`config.mk`:
```
export PLATFORM = sky130hd
export DESIGN_NAME = csr_index_configure_memory
export DESIGN_NICKNAME = d
export VERILOG_FILES = /design/src/csr_index_mem_pkg.sv /design/src/csr_index_cfg_pkg.sv /design/src/csr_index_response_filter.sv /design/src/csr_index_sequence_tracker.sv /design/src/csr_index_field_decoder.sv /design/src/csr_index_config_fifo.sv /design/src/csr_index_configure_memory.sv
export SDC_FILE = /design/constraint.sdc
export NUM_CORES = 2
export LEC_CHECK = 0
export BUFFER_PORTS_ARGS = -buffer_cell sky130_fd_sc_hd__buf_2
export CORE_MARGIN = 10
export CORE_UTILIZATION = 36
export CTS_BUF_LIST = sky130_fd_sc_hd__clkbuf_4 sky130_fd_sc_hd__clkbuf_8 sky130_fd_sc_hd__clkbuf_16
export DETAILED_ROUTE_END_ITERATION = 10
export GPL_TIMING_DRIVEN = 0
export MAX_ROUTING_LAYER = met4
export PLACE_DENSITY = 0.56
export SLEW_MARGIN = 20
export SYNTH_ARGS = -nofsm -noshare
export SYNTH_HDL_FRONTEND = slang
export SYNTH_HIERARCHICAL = 1
export SYNTH_SLANG_ARGS = --single-unit
```
`constraint.sdc`:
```
create_clock -name ap_clk -period 30.4 [get_ports ap_clk]
set_input_delay 9.12 -clock ap_clk [delete_from_list [all_inputs] [get_ports ap_clk]]
set_output_delay 9.12 -clock ap_clk [all_outputs]
set_load 0.005 [all_outputs]
```
`src/csr_index_mem_pkg.sv`:
```
// Memory response widths, engine window constants and response vector types
package csr_index_mem_pkg;

    // ------------------------------------------------------------------------
    // Response word geometry
    // ------------------------------------------------------------------------
    localparam int data_w   = 32;
    localparam int offset_w = 32;

    // One configuration sequence spans this many response words
    localparam int seq_width = 16;
    // Only the leading words carry record fields
    localparam int seq_fields = 8;

    // ------------------------------------------------------------------------
    // Vector types
    // ------------------------------------------------------------------------
    typedef logic [data_w-1:0]    data_word_t;
    typedef logic [offset_w-1:0]  offset_t;

    // One bit per word position inside a sequence
    typedef logic [seq_width-1:0] seq_onehot_t;

endpackage : csr_index_mem_pkg

```
`src/csr_index_cfg_pkg.sv`:
```
// Configuration record field types, FIFO sizing and tracker state encoding
package csr_index_cfg_pkg;

    // ------------------------------------------------------------------------
    // Record field types
    // ------------------------------------------------------------------------
    typedef logic [31:0] index_t;

    // Shift amount, log2 of the 32-bit address width
    typedef logic [4:0]  granularity_t;

    typedef logic [2:0]  memory_cmd_t;
    typedef logic [3:0]  id_channel_t;
    typedef logic [3:0]  id_buffer_t;

    // Five flags, four indices, granularity, direction, cmd and two ids
    localparam int record_w = 5 + 4 * $bits(index_t) + $bits(granularity_t) + 1
                            + $bits(memory_cmd_t) + $bits(id_channel_t)
                            + $bits(id_buffer_t);

    // ------------------------------------------------------------------------
    // Output FIFO
    // ------------------------------------------------------------------------
    localparam int fifo_depth = 16;

    // One extra bit so a full FIFO can be told apart from an empty one
    typedef logic [4:0] fifo_count_t;

    // ------------------------------------------------------------------------
    // Sequence tracker FSM
    // ------------------------------------------------------------------------
    typedef enum logic [1:0] {
        tracker_idle,
        tracker_collect,
        tracker_done
    } tracker_state_t;

endpackage : csr_index_cfg_pkg

```
`src/csr_index_response_filter.sv`:
```
// Response filter that registers memory responses and keeps those inside the engine window
`timescale 1ns/1ps

module csr_index_response_filter #(
    parameter int window_index = 0
) (
    input  logic                          ap_clk,
    input  logic                          areset_csr_index_generator,
    input  logic                          response_valid,
    input  csr_index_mem_pkg::offset_t    response_offset,
    input  csr_index_mem_pkg::data_word_t response_data,
    output logic                          kept_valid,
    output csr_index_mem_pkg::offset_t    kept_offset,
    output csr_index_mem_pkg::data_word_t kept_data
);

    // Window of seq_width offsets owned by this engine
    localparam csr_index_mem_pkg::offset_t window_lo =
        csr_index_mem_pkg::offset_t'(window_index * csr_index_mem_pkg::seq_width);
    localparam csr_index_mem_pkg::offset_t window_hi =
        window_lo + csr_index_mem_pkg::offset_t'(csr_index_mem_pkg::seq_width);

    logic response_valid_q;
    logic in_window;

    always_ff @(posedge ap_clk) begin
        if (areset_csr_index_generator) begin
            response_valid_q <= 1'b0;
        end else begin
            response_valid_q <= response_valid;
        end
    end

    always_ff @(posedge ap_clk) begin
        kept_offset <= response_offset;
        kept_data   <= response_data;
    end

    assign in_window  = (kept_offset >= window_lo) && (kept_offset < window_hi);
    assign kept_valid = response_valid_q & in_window;

    // Offset seen one cycle earlier must map onto this engine's window index
    a_kept_in_window : assert property (@(posedge ap_clk)
        disable iff (areset_csr_index_generator)
        kept_valid |-> ($past(response_offset) / csr_index_mem_pkg::seq_width ==
                        csr_index_mem_pkg::offset_t'(window_index)));

endmodule : csr_index_response_filter

```
`src/csr_index_sequence_tracker.sv`:
```
// Sequence tracker, follows the one-hot word position and flags each finished record
`timescale 1ns/1ps

module csr_index_sequence_tracker #(
    parameter int window_index = 0
) (
    input  logic                           ap_clk,
    input  logic                           areset_csr_index_generator,
    input  logic                           kept_valid,
    input  csr_index_mem_pkg::offset_t     kept_offset,
    output csr_index_mem_pkg::seq_onehot_t seq_position,
    output logic                           record_done
);

    localparam csr_index_mem_pkg::offset_t window_base =
        csr_index_mem_pkg::offset_t'(window_index * csr_index_mem_pkg::seq_width);
    localparam csr_index_mem_pkg::seq_onehot_t first_pos = 1;

    csr_index_cfg_pkg::tracker_state_t state;
    logic                              at_base;

    assign at_base = (kept_offset == window_base);

    // ------------------------------------------------------------------------
    // Position FSM
    // ------------------------------------------------------------------------
    always_ff @(posedge ap_clk) begin
        if (areset_csr_index_generator) begin
            state        <= csr_index_cfg_pkg::tracker_idle;
            seq_position <= '0;
            record_done  <= 1'b0;
        end else begin
            // Pulse trails the done state so the decoder has settled
            record_done <= (state == csr_index_cfg_pkg::tracker_done);
            case (state)
                csr_index_cfg_pkg::tracker_idle: begin
                    if (kept_valid && at_base) begin
                        seq_position <= first_pos;
                        state        <= csr_index_cfg_pkg::tracker_collect;
                    end
                end
                csr_index_cfg_pkg::tracker_collect: begin
                    if (kept_valid) begin
                        seq_position <= seq_position << 1;
                        // Word landing on the last position closes the record
                        if (seq_position[csr_index_mem_pkg::seq_width-2]) begin
                            state <= csr_index_cfg_pkg::tracker_done;
                        end
                    end
                end
                default: begin
                    // Back-to-back sequence may start right here
                    if (kept_valid && at_base) begin
                        seq_position <= first_pos;
                        state        <= csr_index_cfg_pkg::tracker_collect;
                    end else begin
                        seq_position <= '0;
                        state        <= csr_index_cfg_pkg::tracker_idle;
                    end
                end
            endcase
        end
    end

    a_position_onehot : assert property (@(posedge ap_clk)
        disable iff (areset_csr_index_generator)
        $onehot0(seq_position));

    a_done_single : assert property (@(posedge ap_clk)
        disable iff (areset_csr_index_generator)
        record_done |=> !record_done);

endmodule : csr_index_sequence_tracker

```
`src/csr_index_field_decoder.sv`:
```
// Field decoder, loads configuration record fields from each sequence position
`timescale 1ns/1ps

module csr_index_field_decoder (
    input  logic                           ap_clk,
    input  logic                           kept_valid,
    input  csr_index_mem_pkg::data_word_t  kept_data,
    input  csr_index_mem_pkg::seq_onehot_t seq_position,
    output logic                           increment,
    output logic                           decrement,
    output logic                           mode_sequence,
    output logic                           mode_buffer,
    output logic                           mode_break,
    output csr_index_cfg_pkg::index_t      index_start,
    output csr_index_cfg_pkg::index_t      index_end,
    output csr_index_cfg_pkg::index_t      stride,
    output csr_index_cfg_pkg::index_t      array_size,
    output csr_index_cfg_pkg::granularity_t granularity,
    output logic                           direction,
    output csr_index_cfg_pkg::memory_cmd_t cmd,
    output csr_index_cfg_pkg::id_channel_t id_channel,
    output csr_index_cfg_pkg::id_buffer_t  id_buffer
);

    // Word is held one cycle so it lines up with the position it was given
    logic                          word_valid_q;
    csr_index_mem_pkg::data_word_t word_q;
    logic                          field_word;

    always_ff @(posedge ap_clk) begin
        word_valid_q <= kept_valid;
        word_q       <= kept_data;
    end

    // Positions past seq_fields carry nothing
    assign field_word = word_valid_q && |seq_position[csr_index_mem_pkg::seq_fields-1:0];

    always_ff @(posedge ap_clk) begin
        if (field_word) begin
            case (1'b1)
                seq_position[0]: begin
                    increment     <= word_q[0];
                    decrement     <= word_q[1];
                    mode_sequence <= word_q[2];
                    mode_buffer   <= word_q[3];
                    mode_break    <= word_q[4];
                end
                seq_position[1]: index_start <= word_q;
                seq_position[2]: index_end   <= word_q;
                seq_position[3]: stride      <= word_q;
                seq_position[4]: begin
                    granularity <= word_q[$bits(csr_index_cfg_pkg::granularity_t)-1:0];
                    direction   <= word_q[csr_index_mem_pkg::data_w-1];
                end
                seq_position[5]: begin
                    cmd        <= word_q[2:0];
                    id_channel <= word_q[7:4];
                end
                seq_position[6]: id_buffer  <= word_q[3:0];
                default:         array_size <= word_q;
            endcase
        end
    end

endmodule : csr_index_field_decoder

```
`src/csr_index_config_fifo.sv`:
```
// Configuration FIFO, 16 finished records with registered pop and registered outputs
`timescale 1ns/1ps

module csr_index_config_fifo (
    input  logic                            ap_clk,
    input  logic                            areset_csr_index_generator,
    input  logic                            wr_en,
    input  logic                            increment,
    input  logic                            decrement,
    input  logic                            mode_sequence,
    input  logic                            mode_buffer,
    input  logic                            mode_break,
    input  csr_index_cfg_pkg::index_t       index_start,
    input  csr_index_cfg_pkg::index_t       index_end,
    input  csr_index_cfg_pkg::index_t       stride,
    input  csr_index_cfg_pkg::index_t       array_size,
    input  csr_index_cfg_pkg::granularity_t granularity,
    input  logic                            direction,
    input  csr_index_cfg_pkg::memory_cmd_t  cmd,
    input  csr_index_cfg_pkg::id_channel_t  id_channel,
    input  csr_index_cfg_pkg::id_buffer_t   id_buffer,
    input  logic                            rd_en,
    output logic                            cfg_increment,
    output logic                            cfg_decrement,
    output logic                            cfg_mode_sequence,
    output logic                            cfg_mode_buffer,
    output logic                            cfg_mode_break,
    output csr_index_cfg_pkg::index_t       cfg_index_start,
    output csr_index_cfg_pkg::index_t       cfg_index_end,
    output csr_index_cfg_pkg::index_t       cfg_stride,
    output csr_index_cfg_pkg::index_t       cfg_array_size,
    output csr_index_cfg_pkg::granularity_t cfg_granularity,
    output logic                            cfg_direction,
    output csr_index_cfg_pkg::memory_cmd_t  cfg_cmd,
    output csr_index_cfg_pkg::id_channel_t  cfg_id_channel,
    output csr_index_cfg_pkg::id_buffer_t   cfg_id_buffer,
    output logic                            cfg_valid,
    output logic                            empty,
    output logic                            full,
    output logic                            setup
);

    localparam int ptr_w = $clog2(csr_index_cfg_pkg::fifo_depth);

    logic [csr_index_cfg_pkg::record_w-1:0] mem [csr_index_cfg_pkg::fifo_depth];
    logic [csr_index_cfg_pkg::record_w-1:0] din;
    logic [csr_index_cfg_pkg::record_w-1:0] rd_data_q;
    logic [csr_index_cfg_pkg::record_w-1:0] dout_q;
    logic [ptr_w-1:0]                       wr_ptr;
    logic [ptr_w-1:0]                       rd_ptr;
    csr_index_cfg_pkg::fifo_count_t         count;
    logic                                   rd_en_q;
    logic                                   rd_valid_q;
    logic                                   push;
    logic                                   pop;

    assign din = {increment, decrement, mode_sequence, mode_buffer, mode_break,
                  index_start, index_end, stride, array_size, granularity,
                  direction, cmd, id_channel, id_buffer};

    assign empty = (count == '0);
    assign full  = (count == csr_index_cfg_pkg::fifo_count_t'(csr_index_cfg_pkg::fifo_depth));
    // Records arriving while full are lost
    assign push  = wr_en & ~full;
    assign pop   = rd_en_q & ~empty;

    // ------------------------------------------------------------------------
    // Control
    // ------------------------------------------------------------------------
    always_ff @(posedge ap_clk) begin
        if (areset_csr_index_generator) begin
            wr_ptr     <= '0;
            rd_ptr     <= '0;
            count      <= '0;
            rd_en_q    <= 1'b0;
            rd_valid_q <= 1'b0;
            cfg_valid  <= 1'b0;
            setup      <= 1'b1;
        end else begin
            rd_en_q    <= rd_en;
            rd_valid_q <= pop;
            cfg_valid  <= rd_valid_q;
            setup      <= 1'b0;
            if (push) begin
                wr_ptr <= wr_ptr + 1'b1;
            end
            if (pop) begin
                rd_ptr <= rd_ptr + 1'b1;
            end
            case ({push, pop})
                2'b10:   count <= count + 1'b1;
                2'b01:   count <= count - 1'b1;
                default: count <= count;
            endcase
        end
    end

    // ------------------------------------------------------------------------
    // Storage and read data
    // ------------------------------------------------------------------------
    always_ff @(posedge ap_clk) begin
        if (push) begin
            mem[wr_ptr] <= din;
        end
        if (pop) begin
            rd_data_q <= mem[rd_ptr];
        end
        dout_q <= rd_data_q;
    end

    assign {cfg_increment, cfg_decrement, cfg_mode_sequence, cfg_mode_buffer,
            cfg_mode_break, cfg_index_start, cfg_index_end, cfg_stride,
            cfg_array_size, cfg_granularity, cfg_direction, cfg_cmd,
            cfg_id_channel, cfg_id_buffer} = dout_q;

    a_count_bound : assert property (@(posedge ap_clk)
        disable iff (areset_csr_index_generator)
        count <= csr_index_cfg_pkg::fifo_count_t'(csr_index_cfg_pkg::fifo_depth));

endmodule : csr_index_config_fifo

```
`src/csr_index_configure_memory.sv`:
```
// CSR index configuration loader, turns in-window response words into queued records
`timescale 1ns/1ps

module csr_index_configure_memory #(
    parameter int window_index = 0
) (
    input  logic                            ap_clk,
    input  logic                            areset_csr_index_generator,
    input  logic                            response_valid,
    input  csr_index_mem_pkg::offset_t      response_offset,
    input  csr_index_mem_pkg::data_word_t   response_data,
    input  logic                            cfg_rd_en,
    output logic                            cfg_valid,
    output logic                            cfg_increment,
    output logic                            cfg_decrement,
    output logic                            cfg_mode_sequence,
    output logic                            cfg_mode_buffer,
    output logic                            cfg_mode_break,
    output csr_index_cfg_pkg::index_t       cfg_index_start,
    output csr_index_cfg_pkg::index_t       cfg_index_end,
    output csr_index_cfg_pkg::index_t       cfg_stride,
    output csr_index_cfg_pkg::index_t       cfg_array_size,
    output csr_index_cfg_pkg::granularity_t cfg_granularity,
    output logic                            cfg_direction,
    output csr_index_cfg_pkg::memory_cmd_t  cfg_cmd,
    output csr_index_cfg_pkg::id_channel_t  cfg_id_channel,
    output csr_index_cfg_pkg::id_buffer_t   cfg_id_buffer,
    output logic                            fifo_empty,
    output logic                            fifo_full,
    output logic                            fifo_setup
);

    // ------------------------------------------------------------------------
    // Internal wires
    // ------------------------------------------------------------------------
    logic                            kept_valid;
    csr_index_mem_pkg::offset_t      kept_offset;
    csr_index_mem_pkg::data_word_t   kept_data;
    csr_index_mem_pkg::seq_onehot_t  seq_position;
    logic                            record_done;
    logic                            increment;
    logic                            decrement;
    logic                            mode_sequence;
    logic                            mode_buffer;
    logic                            mode_break;
    csr_index_cfg_pkg::index_t       index_start;
    csr_index_cfg_pkg::index_t       index_end;
    csr_index_cfg_pkg::index_t       stride;
    csr_index_cfg_pkg::index_t       array_size;
    csr_index_cfg_pkg::granularity_t granularity;
    logic                            direction;
    csr_index_cfg_pkg::memory_cmd_t  cmd;
    csr_index_cfg_pkg::id_channel_t  id_channel;
    csr_index_cfg_pkg::id_buffer_t   id_buffer;

    csr_index_response_filter #(
        .window_index(window_index)
    ) u_filter (
        .ap_clk                    (ap_clk),
        .areset_csr_index_generator(areset_csr_index_generator),
        .response_valid            (response_valid),
        .response_offset           (response_offset),
        .response_data             (response_data),
        .kept_valid                (kept_valid),
        .kept_offset               (kept_offset),
        .kept_data                 (kept_data)
    );

    csr_index_sequence_tracker #(
        .window_index(window_index)
    ) u_tracker (
        .ap_clk                    (ap_clk),
        .areset_csr_index_generator(areset_csr_index_generator),
        .kept_valid                (kept_valid),
        .kept_offset               (kept_offset),
        .seq_position              (seq_position),
        .record_done               (record_done)
    );

    csr_index_field_decoder u_decoder (
        .ap_clk       (ap_clk),
        .kept_valid   (kept_valid),
        .kept_data    (kept_data),
        .seq_position (seq_position),
        .increment    (increment),
        .decrement    (decrement),
        .mode_sequence(mode_sequence),
        .mode_buffer  (mode_buffer),
        .mode_break   (mode_break),
        .index_start  (index_start),
        .index_end    (index_end),
        .stride       (stride),
        .array_size   (array_size),
        .granularity  (granularity),
        .direction    (direction),
        .cmd          (cmd),
        .id_channel   (id_channel),
        .id_buffer    (id_buffer)
    );

    csr_index_config_fifo u_fifo (
        .ap_clk                    (ap_clk),
        .areset_csr_index_generator(areset_csr_index_generator),
        .wr_en                     (record_done),
        .increment                 (increment),
        .decrement                 (decrement),
        .mode_sequence             (mode_sequence),
        .mode_buffer               (mode_buffer),
        .mode_break                (mode_break),
        .index_start               (index_start),
        .index_end                 (index_end),
        .stride                    (stride),
        .array_size                (array_size),
        .granularity               (granularity),
        .direction                 (direction),
        .cmd                       (cmd),
        .id_channel                (id_channel),
        .id_buffer                 (id_buffer),
        .rd_en                     (cfg_rd_en),
        .cfg_increment             (cfg_increment),
        .cfg_decrement             (cfg_decrement),
        .cfg_mode_sequence         (cfg_mode_sequence),
        .cfg_mode_buffer           (cfg_mode_buffer),
        .cfg_mode_break            (cfg_mode_break),
        .cfg_index_start           (cfg_index_start),
        .cfg_index_end             (cfg_index_end),
        .cfg_stride                (cfg_stride),
        .cfg_array_size            (cfg_array_size),
        .cfg_granularity           (cfg_granularity),
        .cfg_direction             (cfg_direction),
        .cfg_cmd                   (cfg_cmd),
        .cfg_id_channel            (cfg_id_channel),
        .cfg_id_buffer             (cfg_id_buffer),
        .cfg_valid                 (cfg_valid),
        .empty                     (fifo_empty),
        .full                      (fifo_full),
        .setup                     (fifo_setup)
    );

endmodule : csr_index_configure_memory

```
==> summary.txt <==
Worst setup path
  • Start point of the critical path: u_fifo/count[0]
  • Crit. End Element: primary output
  • Slowest-stage cell, CP: or4_1
  • WS Path Type: reg2out
  • CP dominant cell by count: buf_2
  • Crit Reg-Reg Startpoint: u_fifo/count[0]
  • CP cell instances: or4_1 > buf_2 > nor2_1 > buf_2
  • Critical path's largest stage delay: 520 ps
  • Arrival time worst endpoint: 2260 ps
  • Crit path max fanout: 8
  • Crit path launch type: register
  • CP bufs+invs: 2
  • Crit path max-delay family: simple AND/OR/NAND/NOR gates
  • Data required, critical path: 21280 ps

Synthesis
  • Post-Synthesis Net Count: 4515
  • Synth Warn #: 6
  • Mapped Avg Cell Area: 23.79 µm²
  • Cells after Synth: 4437
  • Mapped Area: 105600 µm²

Layout
  • Multi-input logic area: 17720 µm²
  • Nets: 5328
  • Reg area: 86750 µm²
  • P&R area growth vs syn: 20.09%
  • Layout cells sized above 1: 32.35%
  • Fillers: 24694

Clocking
  • Reg clk slew, reported paths: 60 ps
  • Clock sink total: 2983
  • Resized Gates After CTS: 0
  • Worst-skew pair later-pin latency: 920 ps
  • CTS tree: done
  • CTS root buffer: clkbuf_16
  • Num CTS Buffers: 320
  • CTS Hold Bufs: 0
  • Setup Buffers After CTS: 0
  • CTS H-tree depth: 5
  • Clk buf depth: 4

Status
  • Status: finished clean

Routing
  • Via count: 50624
  • Vias per cell: 5.369
  • Detail Route Antenna Nets: 0
  • Number of remaining DRC errors: 0
  • DR WL/cell: 30.21 µm
  • DR iter-0 viols: 5880
  • First drt pass iteration count: 5
  • Drt total wl: 284900 µm

STA
  • Fin crit share: 37.45%
  • Least-Margin Pin Slew: 1305 ps
  • Rel. slew slack: 12.70%
  • Worst Skew: 61.55 ps
  • Fmax: 87.84 MHz
  • Hold WS: 324.1 ps
  • Unrepaired setup endpoints after global routing: false
  • Final Hold Vio Count: 0
  • Post-layout minimum cycle time: 11380 ps
  • Max Slew Vio Count: 0
  • # setup viols final: 0
  • Final setup TNS: 0 ps

Global routing
  • First-pass GRT wire length: 398600 µm
  • Vias in the first global route: 51349
  • Largest net degree at the start of global routing: 72
  • Initial antenna violation count: 31
  • GRT Total Usage: 18.11%
  • Gr ovfl total: 0

Die
  • # rows: 198
  • Core area: 291600 µm²
  • Die Area: 315300 µm²
  • Io pins: 222
  • Die W: 561.5 µm
  • Starting Density: 36.21%
  • Die height: 561.5 µm

Place
  • Detail Placement HPWL: 188500 µm
  • Port-buffer cells: 221
  • Routability congestion estimate: 0.7214

Power and ir drop
  • Tot Pwr: 0.008355 W
  • Maximum VDD drop: 0.00004798 V
  • PwrDens: 65.90 nW/µm²
  • Leak: 40.28 nW

Hold path
  • HP Class: reg2reg
  • Critical hold path startpoint: u_filter/kept_data[8]

Flow run
  • Maximum capacitance violations: 0
==> state kept, by name (all words and copies together), names as in the netlist, 5 cells and up <==
register / count
u_filter/kept_offset: 32
u_fifo/count: 5
u_tracker/seq_position: 15
u_filter/kept_data: 32
u_decoder/stride: 32
u_decoder/word_q: 32
u_fifo/mem: 2400
u_fifo/rd_data_q: 150
u_fifo/dout_q: 150
u_decoder/array_size: 32
u_decoder/index_start: 32
u_decoder/index_end: 32
u_decoder/granularity: 5
==> where the power goes <==
group          leakage (nW)  switching [W]  internal, W  total (W)
Clock                  5.32        0.00164      0.00227    0.00391
Combinational          8.33     0.00000655   0.00000615  0.0000127
Sequential             26.6      0.0000188      0.00441    0.00443
Total                  40.3        0.00166      0.00669    0.00836
==> metrics by stage <==
step                      std cells  setup WS, ps  instance area (µm²)  utilization [%]
after global routing           9415         18890               126800            43.47
final                          9429         19020               126800            43.48
after floorplan                4437         18510               105600                -
after global placement         8558          2358               111600            38.26
after detailed placement       8828         19750               116000            39.80
after CTS                      9405         18940               126700            43.46
==> worst paths after layout <==
check,to,slack [ps],depth (start not counted)
worst max-delay path,fifo_empty,19020,4
worst min-delay path,u_decoder/word_q[8],320,0
worst max register to register,u_fifo/mem[1][78],26440,14
worst min register to register,u_decoder/word_q[8],320,0
==> area by class of cell <==
type                    instances  share of cell area (%)
diodes                         24                 0.04737
inverters                       9                 0.03257
well taps                    3900                   3.849
repair buffers                491                   4.283
clock inverters               178                   1.458
clock buffers                 399                   6.964
flip-flops and latches       2983                   68.42
plain buffers                 211                  0.9641
multi-input cells            1234                   13.98
==> layout by cell type (no fill, tap or decap), types with 9 or more instances in the layout <==
master and count:
edfxtp_1 2700, mux4_2 600, clkbuf_16 327, dfxtp_1 274
a22oi_1 272, buf_2 259, nand2_1 143, buf_4 139
clkbuf_1 75, buf_16 69, buf_12 69, clkinv_2 58
clkbuf_4 55, clkinv_1 53, buf_6 50, nor2_1 48
o22ai_1 40, buf_1 30, diode_2 24, bufinv_16 22
clkbuf_8 17, nor2_4 14, a21oi_2 11, dfxtp_2 9
clkbuf_2 9, ha_1 9
==> layer usage <==
metal | global-route usage [%] | part of all wire (%) | wire length (µm) | up-vias
li1 | - | - | - | 20459
met5 | - | 0 | 0 | -
met3 | 3.639 | 8.4 | 23930 | 412
met4 | 4.894 | 2.9 | 8151 | 0
met2 | 27.79 | 47 | 134000 | 2293
met1 | 24.83 | 42 | 118800 | 27460
No activity file was read; power rests on OpenSTA's default activity.
